==> config.mk <==
export PLATFORM = sky130hd
export DESIGN_NAME = mem_xbar
export DESIGN_NICKNAME = d
export VERILOG_FILES = /design/src/common/lsu_pkg.sv /design/src/hw/mem_xbar.sv
export SDC_FILE = /design/constraint.sdc
export NUM_CORES = 1
export LEC_CHECK = 0
export BUFFER_PORTS_ARGS = -buffer_cell sky130_fd_sc_hd__clkbuf_2
export CAP_MARGIN = 15
export CORE_AREA = 2 2 78 80
export DETAILED_ROUTE_END_ITERATION = 16
export DIE_AREA = 0 0 80 82
export GPL_ROUTABILITY_DRIVEN = 0
export PLACE_DENSITY = 0.6
export SYNTH_ARGS = -nofsm -noshare
export SYNTH_HDL_FRONTEND = slang
export SYNTH_SLANG_ARGS = --single-unit
==> constraint.sdc <==
create_clock -name clk -period 1.96 [get_ports clk]
set_input_delay 0.392 -clock clk [delete_from_list [all_inputs] [get_ports clk]]
set_output_delay 0.392 -clock clk [all_outputs]
set_load 0.01 [all_outputs]
==> src/common/lsu_pkg.sv <==
package lsu_pkg;

    // address map
    localparam logic [31:0] sram_base   = 32'h8000_0000;
    localparam int          sram_words  = 256;
    localparam int          sram_aw     = $clog2(sram_words);
    localparam logic [31:0] sram_limit  = sram_base + 32'(sram_words * 4);
    localparam logic [31:0] serial_addr = 32'ha000_03f8;

    // 2-bit access mask encoding
    typedef enum logic [1:0] {
        sz_none = 2'b00,
        sz_byte = 2'b01,
        sz_half = 2'b10,
        sz_word = 2'b11
    } size_e;

    typedef enum logic [1:0] {
        resp_okay   = 2'b00,
        resp_decerr = 2'b11
    } resp_e;

    // core request, 68 bits
    typedef struct packed {
        logic        we;
        logic        sign;
        size_e       size;
        logic [31:0] addr;
        logic [31:0] wdata;
    } lsu_req_t;

    typedef struct packed {
        logic [31:0] rdata;
        logic        err;
    } lsu_rsp_t;

    typedef struct packed {
        logic [31:0] addr;  // word aligned
        logic [31:0] wdata; // lanes already placed
        logic [3:0]  wstrb;
    } bus_req_t;

    typedef struct packed {
        logic [31:0] rdata;
        resp_e       resp;
    } bus_rsp_t;

    // load word seen as bytes or halves
    typedef union packed {
        logic [3:0][7:0]  bytes;
        logic [1:0][15:0] halves;
    } load_word_u;

endpackage

==> src/hw/mem_xbar.sv <==
module mem_xbar import lsu_pkg::*; (
    input  logic     clk,
    input  logic     rst_n,
    input  logic     arvalid,
    input  logic     awvalid,
    input  logic     wvalid,
    input  logic     rready,
    input  logic     bready,
    input  bus_req_t bus_req,
    output logic     arready,
    output logic     awready,
    output logic     wready,
    output logic     rvalid,
    output logic     bvalid,
    output bus_rsp_t bus_rsp,
    input  logic     sram_arready,
    input  logic     sram_awready,
    input  logic     sram_wready,
    input  logic     sram_rvalid,
    input  logic     sram_bvalid,
    input  bus_rsp_t sram_rsp,
    output logic     sram_arvalid,
    output logic     sram_awvalid,
    output logic     sram_wvalid,
    output logic     sram_rready,
    output logic     sram_bready,
    input  logic     ser_arready,
    input  logic     ser_awready,
    input  logic     ser_wready,
    input  logic     ser_rvalid,
    input  logic     ser_bvalid,
    input  bus_rsp_t ser_rsp,
    output logic     ser_arvalid,
    output logic     ser_awvalid,
    output logic     ser_wvalid,
    output logic     ser_rready,
    output logic     ser_bready
);

    logic sel_sram;
    logic sel_ser;
    logic sel_none;
    logic dec_pend;   // decode error owed to the core
    logic dec_write;  // pending error answers a write

    assign sel_sram  = (bus_req.addr >= sram_base) && (bus_req.addr < sram_limit);
    assign sel_ser   = (bus_req.addr == serial_addr);
    assign sel_none  = !sel_sram && !sel_ser;

    assign sram_arvalid = arvalid && sel_sram;
    assign sram_awvalid = awvalid && sel_sram;
    assign sram_wvalid  = wvalid && sel_sram;
    assign sram_rready  = rready && sel_sram;
    assign sram_bready  = bready && sel_sram;

    assign ser_arvalid = arvalid && sel_ser;
    assign ser_awvalid = awvalid && sel_ser;
    assign ser_wvalid  = wvalid && sel_ser;
    assign ser_rready  = rready && sel_ser;
    assign ser_bready  = bready && sel_ser;

    always_comb begin
        if (sel_sram) begin
            {arready, awready, wready} = {sram_arready, sram_awready, sram_wready};
            {rvalid, bvalid}           = {sram_rvalid, sram_bvalid};
            bus_rsp                    = sram_rsp;
        end else if (sel_ser) begin
            {arready, awready, wready} = {ser_arready, ser_awready, ser_wready};
            {rvalid, bvalid}           = {ser_rvalid, ser_bvalid};
            bus_rsp                    = ser_rsp;
        end else begin
            // unmapped, answered here
            {arready, awready, wready} = {3{!dec_pend}};
            rvalid                     = dec_pend && !dec_write;
            bvalid                     = dec_pend && dec_write;
            bus_rsp                    = '{rdata: 32'h0, resp: resp_decerr};
        end
    end

    always_ff @(posedge clk or negedge rst_n) begin
        if (!rst_n) begin
            dec_pend  <= 1'b0;
            dec_write <= 1'b0;
        end else if (dec_pend) begin
            if ((rvalid && rready) || (bvalid && bready)) dec_pend <= 1'b0;
        end else if (sel_none && (arvalid || wvalid)) begin
            dec_pend  <= 1'b1;  // reads on ar, writes on w
            dec_write <= wvalid;
        end
    end

endmodule

== Word level (Yosys, flattened, before mapping) ==
Cells that the tools add are included.
Storage, ports and cells
  flip-flop bits (word level): 2
  input port bits: 153
Cells by class
  equality and inequality tests: 1
  order comparisons: 2
  muxes and demuxes: 15
  reductions and logical operators: 24
  bitwise operators: 1
Operators with widths (count)
  $mux 34: 2
  $eq 32x32->1 const B: 1
  $ge 32x32->1 const B: 1
  $lt 32x32->1 const B: 1
  $logic_and 1x1->1: 17
  $mux 1: 13
  $logic_not 1->1: 4
  $logic_or 1x1->1: 2
  $reduce_and 2->1: 1
  $not 1->1: 1

== Logic depth before layout (Yosys ltp) ==
  word-level depth: 8
  depth in mapped cells: 6
  mapped depth without buffers: 5

== Worst setup path before layout ==
No wires, ideal clock.
  path type: input to output
  start: input bus_req[63] (netlist name)
  end: output bus_rsp[10] (netlist name)
  slack: -0.141 ns
  arrival: 1.709 ns
  data required time: 1.568 ns
  stages on the path: 5
  cell sequence: nor4_2 nand4_2 nor3_4 buf_2 a22o_1
RTL lines
  from (decl): line mem_xbar.sv:9  | input bus_req_t bus_req,
  to (decl): line mem_xbar.sv:15  | output bus_rsp_t bus_rsp,

== Worst setup path after layout ==
  start: input bus_req[37] (netlist name)
  end: output rvalid
On the way
  longest elaborated chain between the ends: 3
  elaborated cells between the ends (all ways): 6
RTL lines
  $ge 32x32->1, or another cell as far along: line mem_xbar.sv:46  | assign sel_sram = (bus_req.addr >= sram_base) && (bus_req.addr < sram_limit);
  $logic_and 1x1->1 / $mux 1 (equally long branches): line mem_xbar.sv:46, mem_xbar.sv:67
  $mux 1 *: line mem_xbar.sv:63  | if (sel_sram) begin
  to (decl): line mem_xbar.sv:13  | output logic rvalid,
Every way passes the cells marked *; elsewhere a longest branch is shown, timed or not.

==> results.toml <==
[outcome]
run_status = "finished, violations left"
failed_checks = "setup timing"

[logic_synthesis]
ys_seq_area_share_pct = 5.81
synth.area.top_cells = "a22o_1, and2_1, dfrtp_1"
ys_seq_elements = 2
synth_area_um2 = 862
synth_fp_nets = 253
avgSynthCellArea_um2 = 8.62
syn_inst = 100
netlist.area_leader.share_pct = 33.5
synth_area_leader_cell = "a22o_1"
yosysUniqueCellTypes = 36
ys_warn_count = 0

[floorplan]
rows = 28
die_area_um2 = 6560
die_x_um = 80
io_pins = 202
die_h_um = 82
start_util_pct = 15.0
core_um2 = 5750

[layout]
final_cell_area_um2 = 2060
diodes = 0
fin_nets = 432
final_common_cell = "clkbuf_2"
drive_gt1_share_pct = 75.8
area_growth_pct = 138
mostFrequentLayoutCells = "clkbuf_2, a22o_1, buf_2, buf_4, and2_4"
final_cells = 352

[drt]
postRouteWirelength_mm = 4.31
via_per_inst = 4.48
drtIter0Drc = 37
dr.pass1.iters = 4
num_vias = 1578
remaining_drc_errors = 0
ant_nets = 0
wl_per_cell_um = 12.2

[sta]
grt_setup_unrepaired = "true"
fin_worst_skew_ns = 0.00220
finalCritPeriodShare_pct = 115
worst_slack_ns = -0.289
hold_violations = 0
max-slew-margin-rel_pct = 66.6
setup_violations = 49
worstMarginPinSlew_ns = 0.500
slew_violations = 0
fmax_mhz = 445
final.min_clock_period_ns = 2.25

[global_route]
grt_pass1_vias = 1327
grt_use_total_pct = 10.7
grt_max_degree = 24
grt_antenna_before_repair = 0
grt_pass1_wl_mm = 5.67
overflow = 0

[clock_network]
clock-sinks = 2
cts_tree = "done"
clock_latency_ns = 0.21
cts_made_buffers = 3
root_buffer = "clkbuf_8"
cts_buffer_depth = 2
htreeDepth = 1
clkTransAtPathRegs_ns = 0.03

[critical_path]
reg2reg_from = "dec_pend"
required_ns = 1.57
crit_slowest_cell = "o32ai_1"
worstSetupStartpoint = "bus_req[37]"
end_kind = "output pin"
reg2reg_depth = 6
critPathMaxStageDelay_ns = 0.43
rrSetupSlack_ns = 0.39
arrival_ns = 1.86
r2r-end = "dec_pend"
cp-start-kind = "input port"
crit_fanout = 2
critPathTopFamily = "compound AO/OA/AOI/OAI gates"
cp_num_cells = 7
cp-endpoint = "rvalid"
crit_chain = "clkbuf_2 > nand3b_4 > buf_4 > o32ai_1 > o41ai_4 > a221oi_2 > clkbuf_2"
cp_num_buf_inv = 3
path_class = "input port to output pin"
cp_common_cell = "clkbuf_2"

[placement]
preCtsSetupSlack_ns = -0.320
hpwl_mm = 3.69
postPlaceCellArea_um2 = 1940
port_buffers = 165
dp.cells = 347

[power]
cellPowerDensity_nw_per_um2 = 354
leakage_uw = 0.00121
ir_drop_mv = 0.343

[flow_run]
maxCapViolations = 0

[worst_hold_path]
timing.hold.worst.class = "input port to flop"
## logic make-up (layout without fill, tap and decap cells)
group / Yosys count / after routing / synth area share, %
multiplexers: 1 / 1 / 1.16
buffers and inverters: 12 / 189 / 9.29
AND/OR/NAND/NOR: 35 / 35 / 33.8
AO/OA/AOI/OAI: 50 / 50 / 49.9
flip-flops: 2 / 2 / 5.81
## how the worst min path moves through the flow
stage | start | end | slack [ns] | cells past startpoint
after floorplan | rst_n | dec_pend | 0.1 | 0
after global placement | rst_n | dec_write | 0.18 | 1
after detailed placement | rst_n | dec_write | 0.18 | 1
after CTS | rready | dec_pend | 0.41 | 2
after global routing | rready | dec_pend | 0.42 | 2
final | rready | dec_pend | 0.42 | 2
## cells in the mapped netlist, drive strengths merged
cell type / n
a211o: 1
a21oi: 2
a221o: 3
a221oi: 1
a22o: 33
a22oi: 1
a2bb2oi: 1
a31oi: 2
and2: 11
and3: 2
and4: 1
buf: 8
dfrtp: 2
inv: 4
mux2i: 1
nand2: 4
nand3: 1
nand3b: 1
nand4: 1
nand4b: 2
nor2: 3
nor3: 3
nor4: 4
nor4b: 1
o21ai: 2
o31ai: 1
o32ai: 1
o41ai: 2
or3: 1
## worst reg2reg max path, stage by stage (launching register included)
cell and delay [ns]:
dfrtp_1 0.39, inv_1 0.07, o32ai_1 0.25, o41ai_4 0.17, a221oi_2 0.32, buf_4 0.16
a22oi_1 0.07
## stage by stage
stage	hold slack (ns)	power, µW	TNS (ns)	util (%)
6_report	0.415	727	-11.68	35.8
5_1_grt	0.421	789	-15.60	35.8
4_1_cts	0.412	717	-12.79	35.1
3_5_place_dp	0.183	540	-13.76	33.8
3_3_place_gp	0.181	538	-12.12	33.8
2_1_floorplan	0.0964	284	-3.53	-
## state kept, by name, summed over array words and instances, names as in the netlist
signal	count
dec_pend	1
dec_write	1
## area by class of cell
class / instances / area, µm²
fill: 615 / 3690
timing repair buffer: 182 / 1010
multi-input combinational: 86 / 843
tap: 75 / 93.8
sequential: 2 / 50.0
clock buffer: 3 / 41.3
inverter: 4 / 15.0
## metal layers
layer | share of wire (%) | up-vias | track usage [%]
li1 | - | 777 | -
met1 | 37 | 699 | 11.1
met2 | 52 | 98 | 21.3
met3 | 10 | 4 | 2.09
met4 | 0.72 | 0 | 3.73
met5 | 0 | - | 0
## power by group
group / internal [µW] / switching (µW)
combinational: 268 / 207
sequential: 63.1 / 28.9
clock: 130 / 30.4
total: 461 / 266
## repair_timing
action / 4_1_cts / 5_1_grt
setup buffers: 1 / 0
hold endpoints to repair: 2 / 0
pin swaps: 1 / 0
resized for setup: 3 / 20
hold buffers: 1 / 0
setup endpoints to repair: 49 / 49
Note: power is estimated with default switching activity, not from simulation.
