**src/common/lsu_pkg.sv**
```systemverilog
package lsu_pkg;

    // address map
    localparam logic [31:0] sram_base   = 32'h8000_0000;
    localparam int          sram_words  = 256;
    localparam int          sram_aw     = $clog2(sram_words);
    localparam logic [31:0] sram_limit  = sram_base + 32'(sram_words * 4);
    localparam logic [31:0] serial_addr = 32'ha000_03f8;

    // 2-bit access mask encoding
    typedef enum logic [1:0] {
        sz_none = 2'b00,
        sz_byte = 2'b01,
        sz_half = 2'b10,
        sz_word = 2'b11
    } size_e;

    typedef enum logic [1:0] {
        resp_okay   = 2'b00,
        resp_decerr = 2'b11
    } resp_e;

    // core request, 68 bits
    typedef struct packed {
        logic        we;
        logic        sign;
        size_e       size;
        logic [31:0] addr;
        logic [31:0] wdata;
    } lsu_req_t;

    typedef struct packed {
        logic [31:0] rdata;
        logic        err;
    } lsu_rsp_t;

    typedef struct packed {
        logic [31:0] addr;  // word aligned
        logic [31:0] wdata; // lanes already placed
        logic [3:0]  wstrb;
    } bus_req_t;

    typedef struct packed {
        logic [31:0] rdata;
        resp_e       resp;
    } bus_rsp_t;

    // load word seen as bytes or halves
    typedef union packed {
        logic [3:0][7:0]  bytes;
        logic [1:0][15:0] halves;
    } load_word_u;

endpackage

```
**src/lsu/lsu_core.sv**
```systemverilog
module lsu_core import lsu_pkg::*; (
    input  logic     clk,
    input  logic     rst_n,
    input  logic     req_valid,
    input  lsu_req_t req,
    input  logic     arready,
    input  logic     awready,
    input  logic     wready,
    input  logic     rvalid,
    input  logic     bvalid,
    input  bus_rsp_t bus_rsp,
    output logic     arvalid,
    output logic     awvalid,
    output logic     wvalid,
    output logic     rready,
    output logic     bready,
    output bus_req_t bus_req,
    output logic     done,
    output lsu_rsp_t rsp
);

    typedef enum logic [1:0] {st_idle, st_addr, st_data, st_resp} state_e;

    state_e      state;
    lsu_req_t    req_q;
    logic [1:0]  off;
    logic [3:0]  wstrb;
    load_word_u  lw;
    logic [7:0]  ld_byte;
    logic [15:0] ld_half;
    logic [31:0] ld_data;
    logic        rsp_hs;

    assign off = req_q.addr[1:0];

    always_comb begin
        case (req_q.size)
            sz_byte: wstrb = 4'b0001 << off;
            sz_half: wstrb = off[1] ? 4'b1100 : 4'b0011;
            sz_word: wstrb = 4'b1111;
            default: wstrb = 4'b0000;
        endcase
    end

    assign bus_req = '{
        addr:  {req_q.addr[31:2], 2'b00},
        wdata: req_q.wdata << {off, 3'b000},
        wstrb: req_q.we ? wstrb : 4'b0000  // loads carry no strobe
    };

    assign arvalid = (state == st_addr) && !req_q.we;
    assign awvalid = (state == st_addr) && req_q.we;
    assign wvalid  = (state == st_data);
    assign rready  = (state == st_resp) && !req_q.we;
    assign bready  = (state == st_resp) && req_q.we;
    assign rsp_hs  = (rvalid && rready) || (bvalid && bready);

    // pick the addressed lane, then extend
    assign lw      = bus_rsp.rdata;
    assign ld_byte = lw.bytes[off];
    assign ld_half = lw.halves[off[1]];

    always_comb begin
        case (req_q.size)
            sz_byte: ld_data = {{24{req_q.sign & ld_byte[7]}}, ld_byte};
            sz_half: ld_data = {{16{req_q.sign & ld_half[15]}}, ld_half};
            sz_word: ld_data = lw;
            default: ld_data = 32'h0;
        endcase
    end

    always_ff @(posedge clk) begin
        if (state == st_idle && req_valid) begin
            req_q <= req;
        end
    end

    always_ff @(posedge clk or negedge rst_n) begin
        if (!rst_n) begin
            state <= st_idle;
            done  <= 1'b0;
            rsp   <= '0;
        end else begin
            done <= 1'b0;
            case (state)
                st_idle: if (req_valid) state <= st_addr;  // busy strobes dropped
                st_addr: begin
                    if (req_q.we && awready) begin
                        state <= st_data;
                    end else if (!req_q.we && arready) begin
                        state <= st_resp;
                    end
                end
                st_data: if (wready) state <= st_resp;
                st_resp: begin
                    if (rsp_hs) begin
                        state     <= st_idle;
                        done      <= 1'b1;
                        rsp.rdata <= req_q.we ? 32'h0 : ld_data;
                        rsp.err   <= (bus_rsp.resp == resp_decerr);
                    end
                end
                default: state <= st_idle;
            endcase
        end
    end

endmodule

```
**config.mk**
```make
export PLATFORM = sky130hd
export DESIGN_NAME = lsu_core
export DESIGN_NICKNAME = d
export VERILOG_FILES = /design/src/common/lsu_pkg.sv /design/src/lsu/lsu_core.sv
export SDC_FILE = /design/constraint.sdc
export NUM_CORES = 1
export LEC_CHECK = 0
export BUFFER_PORTS_ARGS = -buffer_cell sky130_fd_sc_hd__clkbuf_2
export CELL_PAD_IN_SITES_DETAIL_PLACEMENT = 0
export CELL_PAD_IN_SITES_GLOBAL_PLACEMENT = 1
export CORE_ASPECT_RATIO = 1.1
export CORE_MARGIN = 5
export CORE_UTILIZATION = 32
export DETAILED_ROUTE_END_ITERATION = 12
export PLACE_DENSITY_LB_ADDON = 0.1
export REMOVE_ABC_BUFFERS = 1
export SYNTH_ARGS = -nofsm -noshare
export SYNTH_HDL_FRONTEND = slang
export SYNTH_SLANG_ARGS = --single-unit
```
**constraint.sdc**
```tcl
create_clock -name clk -period 2.6 [get_ports clk]
set_input_delay 0 -clock clk [delete_from_list [all_inputs] [get_ports clk]]
set_output_delay 0 -clock clk [all_outputs]
set_load 0.02 [all_outputs]
```
# == Word-level counts from Yosys, hierarchy flattened ==
# Index checks and enable logic that the tools add are counted.
# op_classes
magnitude_cmp,2
n_eq_ne,11
n_shift,2
muxes,17
bitwise,2
n_reduce_logical,14
# op_table
cell,n
$pmux 32 s3,1
$mux 16,2
$mux 32,1
$shl 32x5->32,1
$bmux 8 s2,1
$pmux 4 s3,1
$eq 2x2->1 const B,5
$mux 2,5
$logic_and 1x1->1,9
$mux 4,2
$mux 8,1
$pmux 2 s4,1
$ne 2x2->1 const B,3
$eq 2x1->1 const B,2
$reduce_and 4->1,1
$shl 1x2->4 const A,1
$lt 2x3->1 const B,1
$ne 3x1->1 const B,1
$and 1x1->1,2
$logic_not 2->1,1
$lt 1x2->1 const B,1
$mux 1,2
$reduce_and 2->1,1
$logic_not 1->1,1
$logic_or 1x1->1,1
# totals
ff_bits,104
inputBits,110
elab_cells,57

# == Longest topological paths before layout ==
# Gate-level depths: netlist of run 1.
# depth
depth_word,6
depth_mapped,6
mapped_depth_nobuf,5

# == Least setup slack after synthesis of run 1 ==
# OpenSTA, ideal clock, no wires.
# synth_path
path_kind,register to register
start,register state[0]
end,"register req_q, in the netlist bus_req[38] (enable)"
setup_time_ns,0.433
arrival_time_ns,2.277
t_required_ns,2.167
path_slack_ns,-0.110
stages_incl_launch_ff,4
n_path_buf,0
synth_period_minus_slack_ns,2.710
path_cell_list,dfrtp_1 > inv_1 > ha_1 > and2_1
# synth_via
elab_chain_cells,2
# synth_rtl
element,line_no,source
from (decl),lsu_core.sv:24,state_e state;
from (signal assigned),lsu_core.sv:80,state <= st_idle;
from (signal assigned),lsu_core.sv:86,st_idle: if (req_valid) state <= st_addr;
from (signal assigned),lsu_core.sv:89,state <= st_data;
$logic_not 2->1,lsu_core.sv:73,if (state == st_idle && req_valid) begin
$logic_and 1x1->1,lsu_core.sv:73,
to (signal assigned),lsu_core.sv:74,req_q <= req;
to (decl),lsu_core.sv:25,lsu_req_t req_q;
# Every way passes these cells.
# A chain may end at the register's enable or synchronous reset.

# == Final worst setup path of run 1 ==
# layout_path
start,"register req_q, in the netlist off[1]"
end,register rsp[6] (netlist bit)
# layout_via
elab_chain_cells,4
# layout_rtl
element,line_no,source
$bmux 8 s2 or $mux 16 (tied branches),"lsu_core.sv:60, lsu_core.sv:61",
$mux 8 (implied by the code) or $mux 16 (tied branches),"lsu_core.sv:60, lsu_core.sv:61",
$pmux 32 s3 (*),lsu_core.sv:64,case (req_q.size)
$mux 32 (*),lsu_core.sv:99,rsp.rdata <= req_q.we ? 32'h0 : ld_data;
to (decl),lsu_core.sv:19,output lsu_rsp_t rsp
# Mark *: on every way between the ends. The rest lies on a longest branch, timed or not. The select of a mux whose other input is x is not followed.

==> flow_summary.json, run 1 <==
{
  "wirelength_mm": 14.4,
  "grt_remaining_overflow": 0,
  "fillCellCount": 1418,
  "cts_resized": 0,
  "ys_seq_area_share_pct": 60.3,
  "slew_headroom_pct": 35.3,
  "start_util_pct": 32.5,
  "diodes": 0,
  "synth_cell_types": 36,
  "min_path_type": "primary input to flip-flop",
  "die_y_um": 139,
  "io_pins": 217,
  "rows": 47,
  "core_um2": 15000,
  "endpoint_kind": "flip-flop",
  "fin_crit_sh_pct": 89.9,
  "routed-via-count": 3984,
  "layout_common_cells": "214 x clkbuf_2, 92 x dlygate4sd3_1, 68 x edfxtp_1",
  "cts_root_buf": "clkbuf_16",
  "groute.usage.overall_pct": 16.1,
  "cts_max_level": 3,
  "layout.nets": 786,
  "avgRoutedWirePerCell_um": 16.5,
  "die_area_um2": 17800,
  "drt_iter0_drc": 122,
  "netlist_instances": 399,
  "finClkSkew_ps": 5.92,
  "critPathKind": "flip-flop to flip-flop",
  "arrival_ps": 2570,
  "ant_nets": 0,
  "clock_sinks": 104,
  "peakVddDrop_mv": 0.372,
  "rsz0062_at_grt": "no",
  "cts_tree": "done",
  "numCtsBuffers": 9,
  "final_area_um2": 7190,
  "ctsHoldBuffers": 92,
  "hold_violations": 0,
  "place_congestion": 0.758,
  "viasPerCell": 4.57,
  "clockBufferDepth": 2,
  "required_ps": 2830,
  "antenna_found_initial": 0,
  "setup_viol": 0,
  "slew_violations": 0,
  "period_needed_ps": 2340,
  "syn_area_per_cell_um2": 12.2,
  "async_reset_ff_share_pct": 34.6,
  "drcViolationCount": 0,
  "grt_max_degree": 69,
  "syn_area_um2": 4880,
  "yosys_register_bits": 104,
  "yosys_most_used_dff": "edfxtp_1",
  "ys.warnings.count": 0,
  "clk_pin_slew_ps": 70,
  "grt_pass1_vias": 4380,
  "port_buffers": 214,
  "placed_area_um2": 5930,
  "status": "finished, final reports clean",
  "clk-insertion-delay-late_ps": 350,
  "total_power_mw": 6.36,
  "grt_pass1_wl_mm": 22.5,
  "start_kind": "flip-flop",
  "synth-edff-count": 68,
  "crit_fanout": 36,
  "holdWs_ps": 22.3,
  "worst_pin_slew_ps": 970,
  "dieWidth_um": 128,
  "drive_above_1_share_pct": 35.9,
  "final_common_cell": "clkbuf_2",
  "p_leak_nw": 3.41,
  "area_delta_synth_final_pct": 47.5,
  "cts_setup_buffers": 0,
  "dp_hpwl_mm": 10.2,
  "drv_cap": 0,
  "fmax_ghz": 0.428,
  "dr.pass1.iters": 7,
  "powerDensity_nw_per_um2": 885
}
## final timing paths
kind | depth (start not counted) | slack (ps) | endpoint | start
max | 6 | 260 | rsp[6] | off[1]
min | 3 | 20 | rsp[13] | bus_rsp[30]
max reg2reg | 6 | 260 | rsp[6] | off[1]
min reg2reg | 1 | 480 | rsp[30] | rsp[30]
max in group asynchronous | 2 | 1660 | rsp[6] | rst_n
min in group asynchronous | 2 | 350 | rsp[13] | rst_n
## synth_stat cells, types with 8 or more instances
cell	number	area share (%)
a21o_1	16	2.5
edfxtp_1	68	42
o211ai_1	8	1.2
nor2b_1	13	1.7
a21oi_1	26	2.7
buf_4	32	4.9
nand2_1	41	3.2
mux2i_1	32	6.6
clkbuf_1	11	0.85
nor2_1	12	0.92
buf_2	8	0.82
dfrtp_1	36	18
o21ai_0	21	2.2
a211oi_1	9	1.4
and2_1	14	1.8
## area by class of cell
class                           instances  area [µm²]  share of cell area [%]
Clock buffer                            9         225                    3.13
Clock inverter                          7         115                    1.60
Inverter                                6        22.5                   0.313
Multi-Input combinational cell        234        1560                    21.7
Sequential cell                       104        2940                    40.9
Tap cell                              196         245                    3.41
Timing Repair Buffer                  316        2080                    28.9
## per-stage QoR
stage | setup slack, ps | util, % | setup TNS, ps | instances
final | 264 | 48.0 | 0 | 872
after global routing | 91.5 | 48.0 | 0 | 872
after CTS | 237 | 48.0 | 0 | 872
after detailed placement | 614 | 39.5 | 0 | 764
after global placement | 674 | 39.5 | 0 | 764
after floorplan | -110 | - | -8390 | 344
## registers in the layout, indices dropped and copies added, names as in the netlist
signal,cells
rsp,33
bus_req,30
off,2
state,2
req_q,36
done,1
## layer usage
metal / vias up / track usage (%) / routed length, µm
li1: 1957 / - / -
met2: 152 / 27.1 / 6960
met3: 17 / 5.60 / 1340
met4: 0 / 6.31 / 294
met1: 1858 / 18.8 / 5790
met5: - / 0 / 0
## cells by family after synthesis
family,after synthesis,share of synthesized area (%)
adders and majority gates,5,1.28
other,1,0.0769
muxes,35,7.49
buffers and inverters,62,7.75
and+or+nand+nor,90,9.08
DFF,104,60.3
AOI/OAI and AO/OA,102,14.0
## power by group
group          internal [mW]  switching [mW]  total (mW)
combinational          0.913            1.41        2.33
clock                  0.942           0.621        1.56
sequential              2.25           0.224        2.47
## critical path: stages, from the launching register on
cell and delay (ps):
edfxtp_1 380, buf_4 260, buf_4 380, mux2i_1 340, a2bb2oi_1 190, o21ai_0 90
dlygate4sd3_1 570
(Power assumes the default switching activity.)
==> run 2: changes to the inputs <==
--- a/config.mk
+++ b/config.mk
@@ -6,11 +6,11 @@
 export NUM_CORES = 1
 export LEC_CHECK = 0
 export BUFFER_PORTS_ARGS = -buffer_cell sky130_fd_sc_hd__clkbuf_2
-export CELL_PAD_IN_SITES_DETAIL_PLACEMENT = 0
-export CELL_PAD_IN_SITES_GLOBAL_PLACEMENT = 1
+export CELL_PAD_IN_SITES_DETAIL_PLACEMENT = 2
+export CELL_PAD_IN_SITES_GLOBAL_PLACEMENT = 2
 export CORE_ASPECT_RATIO = 1.1
 export CORE_MARGIN = 5
-export CORE_UTILIZATION = 32
+export CORE_UTILIZATION = 26
 export DETAILED_ROUTE_END_ITERATION = 12
 export PLACE_DENSITY_LB_ADDON = 0.1
 export REMOVE_ABC_BUFFERS = 1
==> flow_summary.json, run 2 (same netlist as run 1, synthesis figures left out) <==
{
  "multiInputGateArea_um2": 1560,
  "peakVddDrop_mv": 0.357,
  "place_congestion": 0.755,
  "met2WireLength_mm": 8.68,
  "crit_fanout": 49,
  "avgRoutedWirePerCell_um": 19.0,
  "finalNonFillerCells": 915,
  "largest_reg_flops": 36,
  "rsz0062_at_grt": "no",
  "dieWidth_um": 141,
  "grt_pass1_vias": 4719,
  "ant_nets": 0,
  "start_util_pct": 26.5,
  "fin_tns_setup_ps": 0,
  "powerDensity_nw_per_um2": 873,
  "final_common_cell": "clkbuf_2",
  "die_y_um": 154,
  "min-delay-start": "bus_rsp[29]",
  "cts_setup_buffers": 0,
  "wl_met3_mm": 1.46,
  "cts_root_buf": "clkbuf_16",
  "clockBufferDepth": 2,
  "total_power_mw": 6.26,
  "finClkSkew_ps": 6.94,
  "rrSetupSlack_ps": 240,
  "final_util_pct": 39.0,
  "grt_remaining_overflow": 0,
  "fin_crit_sh_pct": 90.6,
  "seq_area_um2": 2940,
  "dp_cells": 810,
  "drive_above_1_share_pct": 36.3,
  "hold_violations": 0,
  "antenna_found_initial": 0,
  "drcViolationCount": 0,
  "r2r_cells": 6,
  "drv_cap": 0,
  "area_delta_synth_final_pct": 47.0,
  "arrival_ps": 2590,
  "status": "finished, final reports clean",
  "holdWs_ps": 17.1,
  "core_um2": 18400,
  "fmax_ghz": 0.424,
  "grt_pass1_wl_mm": 26.9,
  "routed.top_layer": "met4",
  "hold_depth": 3,
  "layout.nets": 782,
  "slew_violations": 0,
  "cts_tree": "done",
  "start_kind": "flip-flop",
  "wirelength_mm": 17.4,
  "r2r-start": "off[1]",
  "numCtsBuffers": 9,
  "setup_viol": 0,
  "port_buffers": 214,
  "regMostFlops": "req_q",
  "min_path_type": "primary input to flip-flop",
  "viasPerCell": 4.51,
  "r2r_end": "rsp[3]",
  "dr.pass1.iters": 5,
  "hold_end": "rsp[12]",
  "dp_hpwl_mm": 12.0,
  "die_area_um2": 21600,
  "drt-met1-wl_mm": 6.98,
  "grt_max_degree": 69,
  "cts_max_level": 3,
  "layout_common_cells": "214 x clkbuf_2, 89 x dlygate4sd3_1, 68 x edfxtp_1",
  "rows": 52,
  "period_needed_ps": 2360,
  "worst_pin_slew_ps": 968,
  "slew_headroom_pct": 35.5,
  "fillCellCount": 1963,
  "drt_iter0_drc": 137,
  "io_pins": 217,
  "critPathKind": "flip-flop to flip-flop",
  "p_leak_nw": 3.38,
  "routed-via-count": 4123,
  "groute.usage.overall_pct": 16.0,
  "clk_pin_slew_ps": 80,
  "diodes": 0,
  "clk-insertion-delay-late_ps": 360,
  "endpoint_kind": "flip-flop",
  "clock_sinks": 104,
  "required_ps": 2840
}
run 2: power breakdown:
group | internal (mW) | total (mW) | switching, mW
combinational | 0.910 | 2.39 | 1.48
clock | 0.678 | 1.37 | 0.692
sequential | 2.25 | 2.50 | 0.251
total | 3.84 | 6.26 | 2.42
run 2: worst max-delay path: stages, from the launching register on:
cell and delay, ps:
edfxtp_1 420, buf_6 390, nand2b_1 160, a22o_1 390
a2bb2oi_1 210, o21ai_0 100, dlygate4sd3_1 570
run 2: layout make-up:
class / count / area share (%)
multi-input combinational: 234 / 21.8
inverter: 6 / 0.314
tap: 243 / 4.24
clock buffer: 9 / 3.14
timing repair buffer: 312 / 28.5
clock inverter: 7 / 0.977
sequential: 104 / 41.0
run 2: repair_timing:
item,CTS,global route
endpoints found under the setup margin,0,7
hold buffers,89,0
endpoints found under the hold margin,115,0
gates resized for setup,0,1
run 2: layer usage:
| metal | global-route usage (%) | vias up |
|---|---|---|
| li1 | - | 1948 |
| met3 | 5.50 | 14 |
| met4 | 4.57 | 0 |
| met2 | 28.4 | 157 |
| met1 | 18.2 | 2004 |
| met5 | 0 | - |
run 2: worst max-delay path by stage:
stage,from,to,slack (ps),cells after the start
floorplan,state[0],bus_req[38],-110,3
global placement,off[1],rsp[28],650,4
detailed placement,off[1],rsp[29],590,4
CTS,off[1],rsp[5],100,6
global route,req_q[67],rsp[1],90,6
finish,off[1],rsp[3],240,6
run 2: through the flow:
stage	cell area (µm²)	worst slack (ps)
after detailed placement	5980	585
after floorplan	4530	-110
after global placement	5980	647
final	7170	243
after CTS	7170	102
after global routing	7170	89.2
