===== src/common/lsu_pkg.sv =====
package lsu_pkg;

    // address map
    localparam logic [31:0] sram_base   = 32'h8000_0000;
    localparam int          sram_words  = 256;
    localparam int          sram_aw     = $clog2(sram_words);
    localparam logic [31:0] sram_limit  = sram_base + 32'(sram_words * 4);
    localparam logic [31:0] serial_addr = 32'ha000_03f8;

    // 2-bit access mask encoding
    typedef enum logic [1:0] {
        sz_none = 2'b00,
        sz_byte = 2'b01,
        sz_half = 2'b10,
        sz_word = 2'b11
    } size_e;

    typedef enum logic [1:0] {
        resp_okay   = 2'b00,
        resp_decerr = 2'b11
    } resp_e;

    // core request, 68 bits
    typedef struct packed {
        logic        we;
        logic        sign;
        size_e       size;
        logic [31:0] addr;
        logic [31:0] wdata;
    } lsu_req_t;

    typedef struct packed {
        logic [31:0] rdata;
        logic        err;
    } lsu_rsp_t;

    typedef struct packed {
        logic [31:0] addr;  // word aligned
        logic [31:0] wdata; // lanes already placed
        logic [3:0]  wstrb;
    } bus_req_t;

    typedef struct packed {
        logic [31:0] rdata;
        resp_e       resp;
    } bus_rsp_t;

    // load word seen as bytes or halves
    typedef union packed {
        logic [3:0][7:0]  bytes;
        logic [1:0][15:0] halves;
    } load_word_u;

endpackage


===== src/hw/serial_dev.sv =====
module serial_dev import lsu_pkg::*; (
    input  logic     clk,
    input  logic     rst_n,
    input  logic     arvalid,
    input  logic     awvalid,
    input  logic     wvalid,
    input  logic     rready,
    input  logic     bready,
    input  bus_req_t bus_req,
    output logic     arready,
    output logic     awready,
    output logic     wready,
    output logic     rvalid,
    output logic     bvalid,
    output bus_rsp_t bus_rsp,
    output logic [7:0] tx_byte,
    output logic     tx_valid
);

    logic [31:0] tx_count;
    logic [31:0] rdata_q;
    logic        aw_seen;
    logic        ar_hs;

    assign arready  = !rvalid;
    assign awready  = !aw_seen && !bvalid;
    assign wready   = !bvalid;
    assign ar_hs    = arvalid && arready;
    assign tx_valid = wvalid && wready;  // byte goes out on the data handshake
    assign bus_rsp  = '{rdata: rdata_q, resp: resp_okay};

    // lowest enabled lane
    always_comb begin
        casez (bus_req.wstrb)
            4'b???1: tx_byte = bus_req.wdata[7:0];
            4'b??10: tx_byte = bus_req.wdata[15:8];
            4'b?100: tx_byte = bus_req.wdata[23:16];
            default: tx_byte = bus_req.wdata[31:24];
        endcase
    end

    always_ff @(posedge clk) begin
        if (ar_hs) rdata_q <= tx_count;
    end

    always_ff @(posedge clk or negedge rst_n) begin
        if (!rst_n) begin
            tx_count <= 32'h0;
            aw_seen  <= 1'b0;
            rvalid   <= 1'b0;
            bvalid   <= 1'b0;
        end else begin
            if (tx_valid) tx_count <= tx_count + 32'd1;
            if (awvalid && awready) begin
                aw_seen <= 1'b1;
            end else if (tx_valid) begin
                aw_seen <= 1'b0;
            end
            if (ar_hs) begin
                rvalid <= 1'b1;
            end else if (rready) begin
                rvalid <= 1'b0;
            end
            if (tx_valid) begin
                bvalid <= 1'b1;
            end else if (bready) begin
                bvalid <= 1'b0;
            end
        end
    end

endmodule


===== config.mk =====
export PLATFORM = sky130hd
export DESIGN_NAME = serial_dev
export DESIGN_NICKNAME = d
export VERILOG_FILES = /design/src/common/lsu_pkg.sv /design/src/hw/serial_dev.sv
export SDC_FILE = /design/constraint.sdc
export NUM_CORES = 1
export LEC_CHECK = 0
export ABC_AREA = 1
export BUFFER_PORTS_ARGS = -buffer_cell sky130_fd_sc_hd__buf_2
export CORE_ASPECT_RATIO = 0.5
export CORE_MARGIN = 10
export CORE_UTILIZATION = 48
export CTS_CLUSTER_DIAMETER = 30
export DETAILED_ROUTE_END_ITERATION = 6
export GPL_TIMING_DRIVEN = 0
export MAX_ROUTING_LAYER = met4
export PLACE_DENSITY = 0.76
export SLEW_MARGIN = 20
export SYNTH_ARGS = -nofsm -noshare
export SYNTH_HDL_FRONTEND = slang
export SYNTH_SLANG_ARGS = --single-unit

===== constraint.sdc =====
create_clock -name clk -period 2.1 [get_ports clk]
set_clock_uncertainty 0.05 [all_clocks]
set_input_delay 0 -clock clk [delete_from_list [all_inputs] [get_ports clk]]
set_output_delay 0 -clock clk [all_outputs]
set_load 0.01 [all_outputs]

**Yosys cells after proc, flatten, opt, wreduce, memory -nomap -nowiden**

Index checks and enable logic that the tools add are counted.

- Flip-flop bits (word level): 67
- Bits in latches: 0
- RAM bits: 0
- Memory bits (read-only): 0
- Output and inout port bits: 48
- Memories: 0

- Add/subtract/negate cells: 1
- $mul: 0
- Div/mod/pow operators: 0
- Order comparisons: 0
- Equality and inequality tests: 2
- Shift-type cells: 0
- Mux-type cells: 7
- Bitwise logic cells: 0
- Reduce and logical (&&, ||, !) cells: 10

Operators by type and width:

| operator | number |
|---|---|
| adder 32 x 1 -> 32 bit, second input constant | 1 |
| one-hot mux 8 bit (3 select lines) | 1 |
| two-way mux 1 bit | 6 |
| nonzero test 2 bit | 3 |
| logical AND 1 bit | 4 |
| equality test 3 bit, second input constant | 1 |
| logical NOT 1 bit | 3 |
| equality test 2 bit, second input constant | 1 |

**Longest topological paths before layout**

Gate-level depths: netlist of the first run.

- Depth after elaboration: 4
- Depth in mapped cells: 9

**Worst setup path before layout of the first run**

Ideal clock, no wire load.

- Path type: reg-to-reg
- Start: reg rvalid
- End: reg rdata_q[0], enable pin
- Setup time: 0.387 ns
- Data arrival time: 1.239 ns
- Data required time: 1.663 ns
- Slack: 0.424 ns
- Stages on the path, launching flop included: 4
- Clock period less this slack: 1.676 ns
- Path through: dfrtp_1 > inv_1 > nand2_1 > inv_1

- Cells in the longest elaborated chain, start to end: 2

RTL lines:

| item | line | RTL |
|---|---|---|
| start: declaration | serial_dev.sv:13 | `output logic rvalid,` |
| start signal: assignment | serial_dev.sv:50 | `rvalid <= 1'b0;` |
| start signal: assignment | serial_dev.sv:60 | `rvalid <= 1'b1;` |
| start signal: assignment | serial_dev.sv:62 | `rvalid <= 1'b0;` |
| logical NOT 1 bit | serial_dev.sv:25 | `assign arready = !rvalid;` |
| net arready | serial_dev.sv:10 | `output logic arready,` |
| logical AND 1 bit | serial_dev.sv:28 | `assign ar_hs = arvalid && arready;` |
| net ar_hs | serial_dev.sv:23 | `logic ar_hs;` |
| end signal: assignment | serial_dev.sv:43 | `if (ar_hs) rdata_q <= tx_count;` |
| end: declaration | serial_dev.sv:21 | `logic [31:0] rdata_q;` |

The timed path passes the listed nets, and every way through them passes these cells.
A chain may end at the register's enable or synchronous reset.

**Final worst setup path of the first run**

- Start: reg tx_count[1]
- End: reg tx_count[28]

- Cells in the longest elaborated chain, start to end: 1

RTL lines:

| item | line | RTL |
|---|---|---|
| start: declaration | serial_dev.sv:20 | `logic [31:0] tx_count;` |
| start signal: assignment | serial_dev.sv:53 | `if (tx_valid) tx_count <= tx_count + 32'd1;` |
| adder 32 x 1 -> 32 bit | serial_dev.sv:53 |  |

No other way between the ends.

==> results of run 1 <==
==> cell families (layout without fill, tap and decap cells) <==
logic type	after synthesis	count (layout)
fa+ha+maj	1	1
simple gates	181	181
xor+xnor	23	23
flops	67	67
buf+inv	37	145
compound gates	3	3
other cells	1	2
==> where the power goes <==
group | leakage, nW | switching [W] | total [W] | internal, W
clock | 0.131 | 0.000498 | 0.00132 | 0.000822
sequential | 0.765 | 0.0000865 | 0.00161 | 0.00152
combinational | 0.934 | 0.000269 | 0.000440 | 0.000172
==> state kept, by name, indices dropped and copies added (netlist names) <==
register	flops
aw_seen	1
tx_count	32
bvalid	1
rvalid	1
rdata_q	32
==> final cells by class <==
type | count | area, µm² | area share (%)
flip-flops and latches | 67 | 1840 | 46.6
clock buffers | 13 | 250 | 6.35
multi-input cells | 210 | 1100 | 27.9
repair buffers | 92 | 485 | 12.3
clock inverters | 3 | 13.8 | 0.349
plain buffers | 3 | 18.8 | 0.476
inverters | 34 | 128 | 3.24
well taps | 88 | 110 | 2.79
==> path summary, 6_finish.rpt <==
check,end,slack (ps),from
worst max-delay path,tx_count[28],520,tx_count[1]
worst min-delay path,bvalid,8,wvalid
worst max register to register,tx_count[28],520,tx_count[1]
worst min register to register,rdata_q[31],430,tx_count[31]
max in group asynchronous,tx_count[23],1230,rst_n
min in group asynchronous,tx_count[9],250,rst_n
==> per-stage QoR <==
| step | hold WS (ps) | instances | worst slack (ps) | power [W] | util (%) |
|---|---|---|---|---|---|
| after floorplan | -346 | 314 | 424 | 0.00186 | - |
| after global placement | 71.3 | 489 | 312 | 0.00204 | 59.2 |
| after detailed placement | 97.6 | 489 | 228 | 0.00206 | 59.2 |
| after CTS | 5.79 | 510 | 211 | 0.00339 | 64.3 |
| after global routing | 43.4 | 510 | 313 | 0.00352 | 64.3 |
| final | 8.17 | 510 | 519 | 0.00337 | 64.3 |
==> worst reg2reg max path, cell delays in order (launching register included) <==
cell and delay (ps):
dfrtp_1 410, ha_1 190, nand2_1 90, nor2_4 160
nand3_1 140, nor2_4 190, nand4_1 120, nand2_1 100
inv_1 40
==> cell usage in the layout (no fill, tap or decap), types with 9 or more instances in the layout <==
cell type  netlist  routed
dfrtp_1         35      35
edfxtp_1        32      32
xor2_1           9       9
nand2_1         95      95
buf_2            0      87
nand3_1         20      20
inv_1           32      31
clkbuf_16        0       9
nor2_1          29      29
xnor2_1         14      14
nand4_1         13      13
==> routing by layer <==
metal / up-vias / share of wire, %
met5: - / 0
li1: 1224 / -
met2: 109 / 48
met3: 16 / 7.1
met1: 1176 / 42
met4: 0 / 2.3
==> flow_metrics.tcl, run 1 <==
set metrics [dict create \
    timing.final.crit_share_pct 75.3 \
    die_area_um2 10200 \
    use_met2_pct 25.6 \
    arrival_ps 1750 \
    max_stage_delay_ps 410 \
    avgSynthCellArea_um2 9.83 \
    grt_overflow_total 0 \
    yosys_register_bits 67 \
    startpoint_type "flip-flop" \
    run_status "finished clean" \
    track_usage_pct 15.3 \
    postCtsResizedCells 0 \
    clock-sinks 67 \
    synth_commonest_cells "nand2_1 (95), dfrtp_1 (35), edfxtp_1 (32), inv_1 (32), nor2_1 (29)" \
    cp-end-kind "flip-flop" \
    die_h_um 76.6 \
    drtAntennaViolNets 0 \
    worst_hold_path.num_cells 3 \
    cts_tree "built" \
    seq_area_frac_synth_pct 59.7 \
    synth_area_um2 3080 \
    clockBufferDepth 2 \
    grt_pass1_vias 2716 \
    path_clk_slew_ps 50 \
    tightest_slew_ps 849 \
    nets 493 \
    synth.distinct_cells 24 \
    synth.area.mux_share_pct 0 \
    vias 2525 \
    drive_gt1_share_pct 28.2 \
    ctsHoldBuffers 5 \
    setup_tns_ps 0 \
    max-slew-margin-rel_pct 43.0 \
    drt_iter0_drc 105 \
    yosys_most_used_dff "dfrtp_1" \
    synth_xor_area_share_pct 6.54 \
    grt-busiest-layer "met2" \
    n_fill_cell 475 \
    dr.pass1.iters 4 \
    fmax_mhz 632 \
    grt_pass1_wl_mm 12.4 \
    reg2reg_depth 8 \
    synth_area_leaders "edfxtp_1 (31%), dfrtp_1 (28%), nand2_1 (12%)" \
    numPortBuffers 87 \
    synth_simple_gate_area_share_pct 27.9 \
    path_cells "ha_1 -> nand2_1 -> nor2_4 -> nand3_1 -> nor2_4 -> nand4_1 -> nand2_1 -> inv_1" \
    dp_hpwl_mm 5.53 \
    min_path_type "in -> reg" \
    met3_usage_pct 5.39 \
    place.gp.congestion 0.921 \
    cp_num_cells 8 \
    area_growth_pct 28.0 \
    drc_errors 0 \
    start_util_pct 50.2 \
    leakage_nw 1.83 \
    met1_usage_pct 16.4 \
    vias_per_cell 4.95 \
    vdd_drop_max_v 0.000353 \
    io-pin-count 123 \
    netlist.area_leader.share_pct 31.2 \
    synthAdderAreaFrac_pct 0.407 \
    setup_viol 0 \
    synth_enable_flop_cells 32 \
    syn_inst 313 \
    hold_violations 0 \
    rsz0062_at_grt "false" \
    critPathBufInv 1 \
    dpl-instance-area_um2 3630 \
    yosys_warnings 0 \
    synthArstFlopShare_pct 52.2 \
    timing.max_cap.violations 0 \
    fp.coreArea_um2 6130 \
    slowest_stage "dfrtp_1" \
    drv_slew 0 \
    critPathMaxFanout 6 \
    period_needed_ps 1580 \
    synth_largest_area_cell "edfxtp_1" \
    grt_max_degree 36 \
    crit_required_ps 2270 \
    synth_compound_area_share_pct 0.610 \
    antenna_found_initial 0 \
    wirelength_mm 7.35 \
    dieWidth_um 133 \
    yosysMostFrequentCell "nand2_1" \
    routedWlPerCell_um 14.4 \
    final_cell_area_um2 3940 \
    postCtsSetupBuffers 0 \
    clock-root-buffer "clkbuf_16" \
    insertion_delay_ps 330 \
    numCtsBuffers 9 \
    htree_levels 3 \
    powerDensity_nw_per_um2 854 \
    setup.worst_path.class "reg -> reg" \
    antenna_cells 0 \
    num_rows 20 \
    synth_top_family_by_area "simple AND/OR/NAND/NOR gates" \
    cp_top_family "simple AND/OR/NAND/NOR gates" \
]
Note: power is estimated with default switching activity, not from simulation.
==> run 2, diff against run 1 <==
--- a/config.mk
+++ b/config.mk
@@ -9,12 +9,12 @@
 export BUFFER_PORTS_ARGS = -buffer_cell sky130_fd_sc_hd__buf_2
 export CORE_ASPECT_RATIO = 0.5
 export CORE_MARGIN = 10
-export CORE_UTILIZATION = 48
+export CORE_UTILIZATION = 44
 export CTS_CLUSTER_DIAMETER = 30
 export DETAILED_ROUTE_END_ITERATION = 6
 export GPL_TIMING_DRIVEN = 0
 export MAX_ROUTING_LAYER = met4
-export PLACE_DENSITY = 0.76
+export PLACE_DENSITY = 0.74
 export SLEW_MARGIN = 20
 export SYNTH_ARGS = -nofsm -noshare
 export SYNTH_HDL_FRONTEND = slang
==> constraint.sdc (replaced) <==
create_clock -name clk -period 1.3 [get_ports clk]
set_clock_uncertainty 0.05 [all_clocks]
set_input_delay 0 -clock clk [delete_from_list [all_inputs] [get_ports clk]]
set_output_delay 0 -clock clk [all_outputs]
set_load 0.01 [all_outputs]
==> run 2 against run 1 <==
Net effect:
- the run now ends with negative setup slack left
- via count rose by 15%
- clock power rose by 75%
- sequential power rose by 63%
- core utilization is 5.3 points higher
- first-iteration DRC count increased to 2.6 times the previous value
- largest cell class unchanged
==> flow_metrics.tcl, run 2 (synthesis gave the netlist of run 1 again) <==
set metrics [dict create \
    run_status "complete, but fails checks" \
    violations "negative setup slack" \
    timing.hold.ws_ps 81.7 \
    fmax_mhz 612 \
    num_rows 21 \
    final_common_cell "buf_2" \
    numCtsBuffers 9 \
    fp.coreArea_um2 6730 \
    hold_end "tx_count[1]" \
    htree_levels 3 \
    setup.worst_path.class "reg -> reg" \
    arrival_ps 1800 \
    antenna_found_initial 0 \
    timing.final.crit_share_pct 126 \
    dieWidth_um 138 \
    dr.pass1.iters 4 \
    timing.rr.end "tx_count[26]" \
    final_cell_mix "buf_2 (86), nand2_1 (83), buf_4 (38)" \
    n_fill_cell 453 \
    numPortBuffers 87 \
    place.gp.congestion 0.890 \
    antenna_cells 0 \
    start_util_pct 45.8 \
    final_core_util_pct 69.6 \
    path_clk_slew_ps 50 \
    grt_pass1_vias 2909 \
    clock-root-buffer "clkbuf_16" \
    area_growth_pct 52.1 \
    clockBufferDepth 2 \
    grt_overflow_total 0 \
    min_path_type "in -> reg" \
    critPathMaxFanout 4 \
    max-slew-margin-rel_pct 43.9 \
    wirelength_mm 10.1 \
    die_area_um2 10900 \
    insertion_delay_ps 330 \
    period_needed_ps 1630 \
    routedWlPerCell_um 18.0 \
    layout_setup_ws_ps -333 \
    grt_max_degree 36 \
    nets 540 \
    top_regs "rdata_q x32, tx_count x32" \
    min-delay-start "wvalid" \
    drtAntennaViolNets 0 \
    tightest_slew_ps 841 \
    dp_hpwl_mm 5.32 \
    hold_violations 0 \
    drc_errors 0 \
    rsz0062_at_grt "true" \
    crit_required_ps 1470 \
    powerDensity_nw_per_um2 1350 \
    drive_gt1_share_pct 46.5 \
    worst-r2r-setup-slack_ps -330 \
    reg2reg_depth 9 \
    startpoint_type "flip-flop" \
    clock-sinks 67 \
    track_usage_pct 16.4 \
    vias 2905 \
    timing.rr.start "tx_count[0]" \
    setup_viol 30 \
    worst_hold_path.num_cells 5 \
    io-pin-count 123 \
    vias_per_cell 5.18 \
    drt_iter0_drc 273 \
    timing.max_cap.violations 0 \
    die_h_um 79.1 \
    grt_pass1_wl_mm 14.1 \
    cts_tree "built" \
    cp-end-kind "flip-flop" \
    vdd_drop_max_v 0.000787 \
    leakage_nw 2.13 \
    drv_slew 0 \
]
-- run 2: changes by cell type in the layout (fill, tap and decap cells not counted), sizes merged --
cell | before | now
clkinvlp | 0 | 2
clkinv | 3 | 2
inv | 34 | 33
bufinv | 0 | 1
buf | 89 | 135
-- run 2: worst max-delay path by stage --
stage | start | end | slack, ps
3_5_place_dp | rvalid | rdata_q[7] | -280
6_report | tx_count[0] | tx_count[26] | -330
2_1_floorplan | rvalid | rdata_q[0] | -110
4_1_cts | tx_count[1] | tx_count[24] | -200
3_3_place_gp | rvalid | rdata_q[14] | -250
5_1_grt | tx_count[0] | tx_count[26] | -420
-- run 2: routing by layer --
metal / track usage (%) / vias to the layer above / wire, µm
met4: 7.53 / 0 / 368
li1: - / 1307 / -
met2: 28.1 / 205 / 4980
met5: - / - / 0
met1: 17.5 / 1352 / 3920
met3: 4.69 / 41 / 836
-- run 2: area by class of cell --
type,count,area (µm²),area share [%]
plain buffers,3,18.8,0.401
clock buffers,13,240,5.13
clock inverters,3,40.0,0.855
inverters,34,134,2.86
multi-input cells,210,1380,29.5
flip-flops and latches,67,1840,39.3
well taps,92,115,2.46
repair buffers,138,901,19.2
repair inverters,1,7.51,0.160
-- run 2: critical path, stage by stage, from the launching register on --
cell and delay, ps:
dfrtp_1 380, ha_2 210, nand2_2 70, nor2_4 160
buf_4 130, nand3b_1 110, nor2_1 150, nand3_1 110
nand2_1 80, nand2_1 60
-- run 2: report_power, final --
part | internal (W) | leakage [nW] | switching, W
Sequential | 0.00246 | 0.760 | 0.000157
Combinational | 0.000637 | 1.24 | 0.000732
Clock | 0.00148 | 0.138 | 0.000833
-- run 2: repair_timing --
| action | in CTS | in global routing |
|---|---|---|
| gates cloned | 1 | 0 |
| endpoints found under the setup margin | 57 | 31 |
| hold buffers | 5 | 0 |
| endpoints found under the hold margin | 38 | 0 |
| resized for setup | 40 | 31 |
| pin swaps | 25 | 16 |
| setup buffers | 32 | 15 |
-- run 2: through the flow --
stage	instance area, µm²	worst slack (ps)	cells	TNS (ps)	power (W)
2_1_floorplan	3130	-110	314	-4100	0.00304
3_3_place_gp	3680	-251	493	-11300	0.00334
3_5_place_dp	3680	-282	493	-12620	0.00336
4_1_cts	4450	-196	547	-2350	0.00596
5_1_grt	4680	-424	561	-8160	0.00651
6_report	4680	-333	561	-6600	0.00630
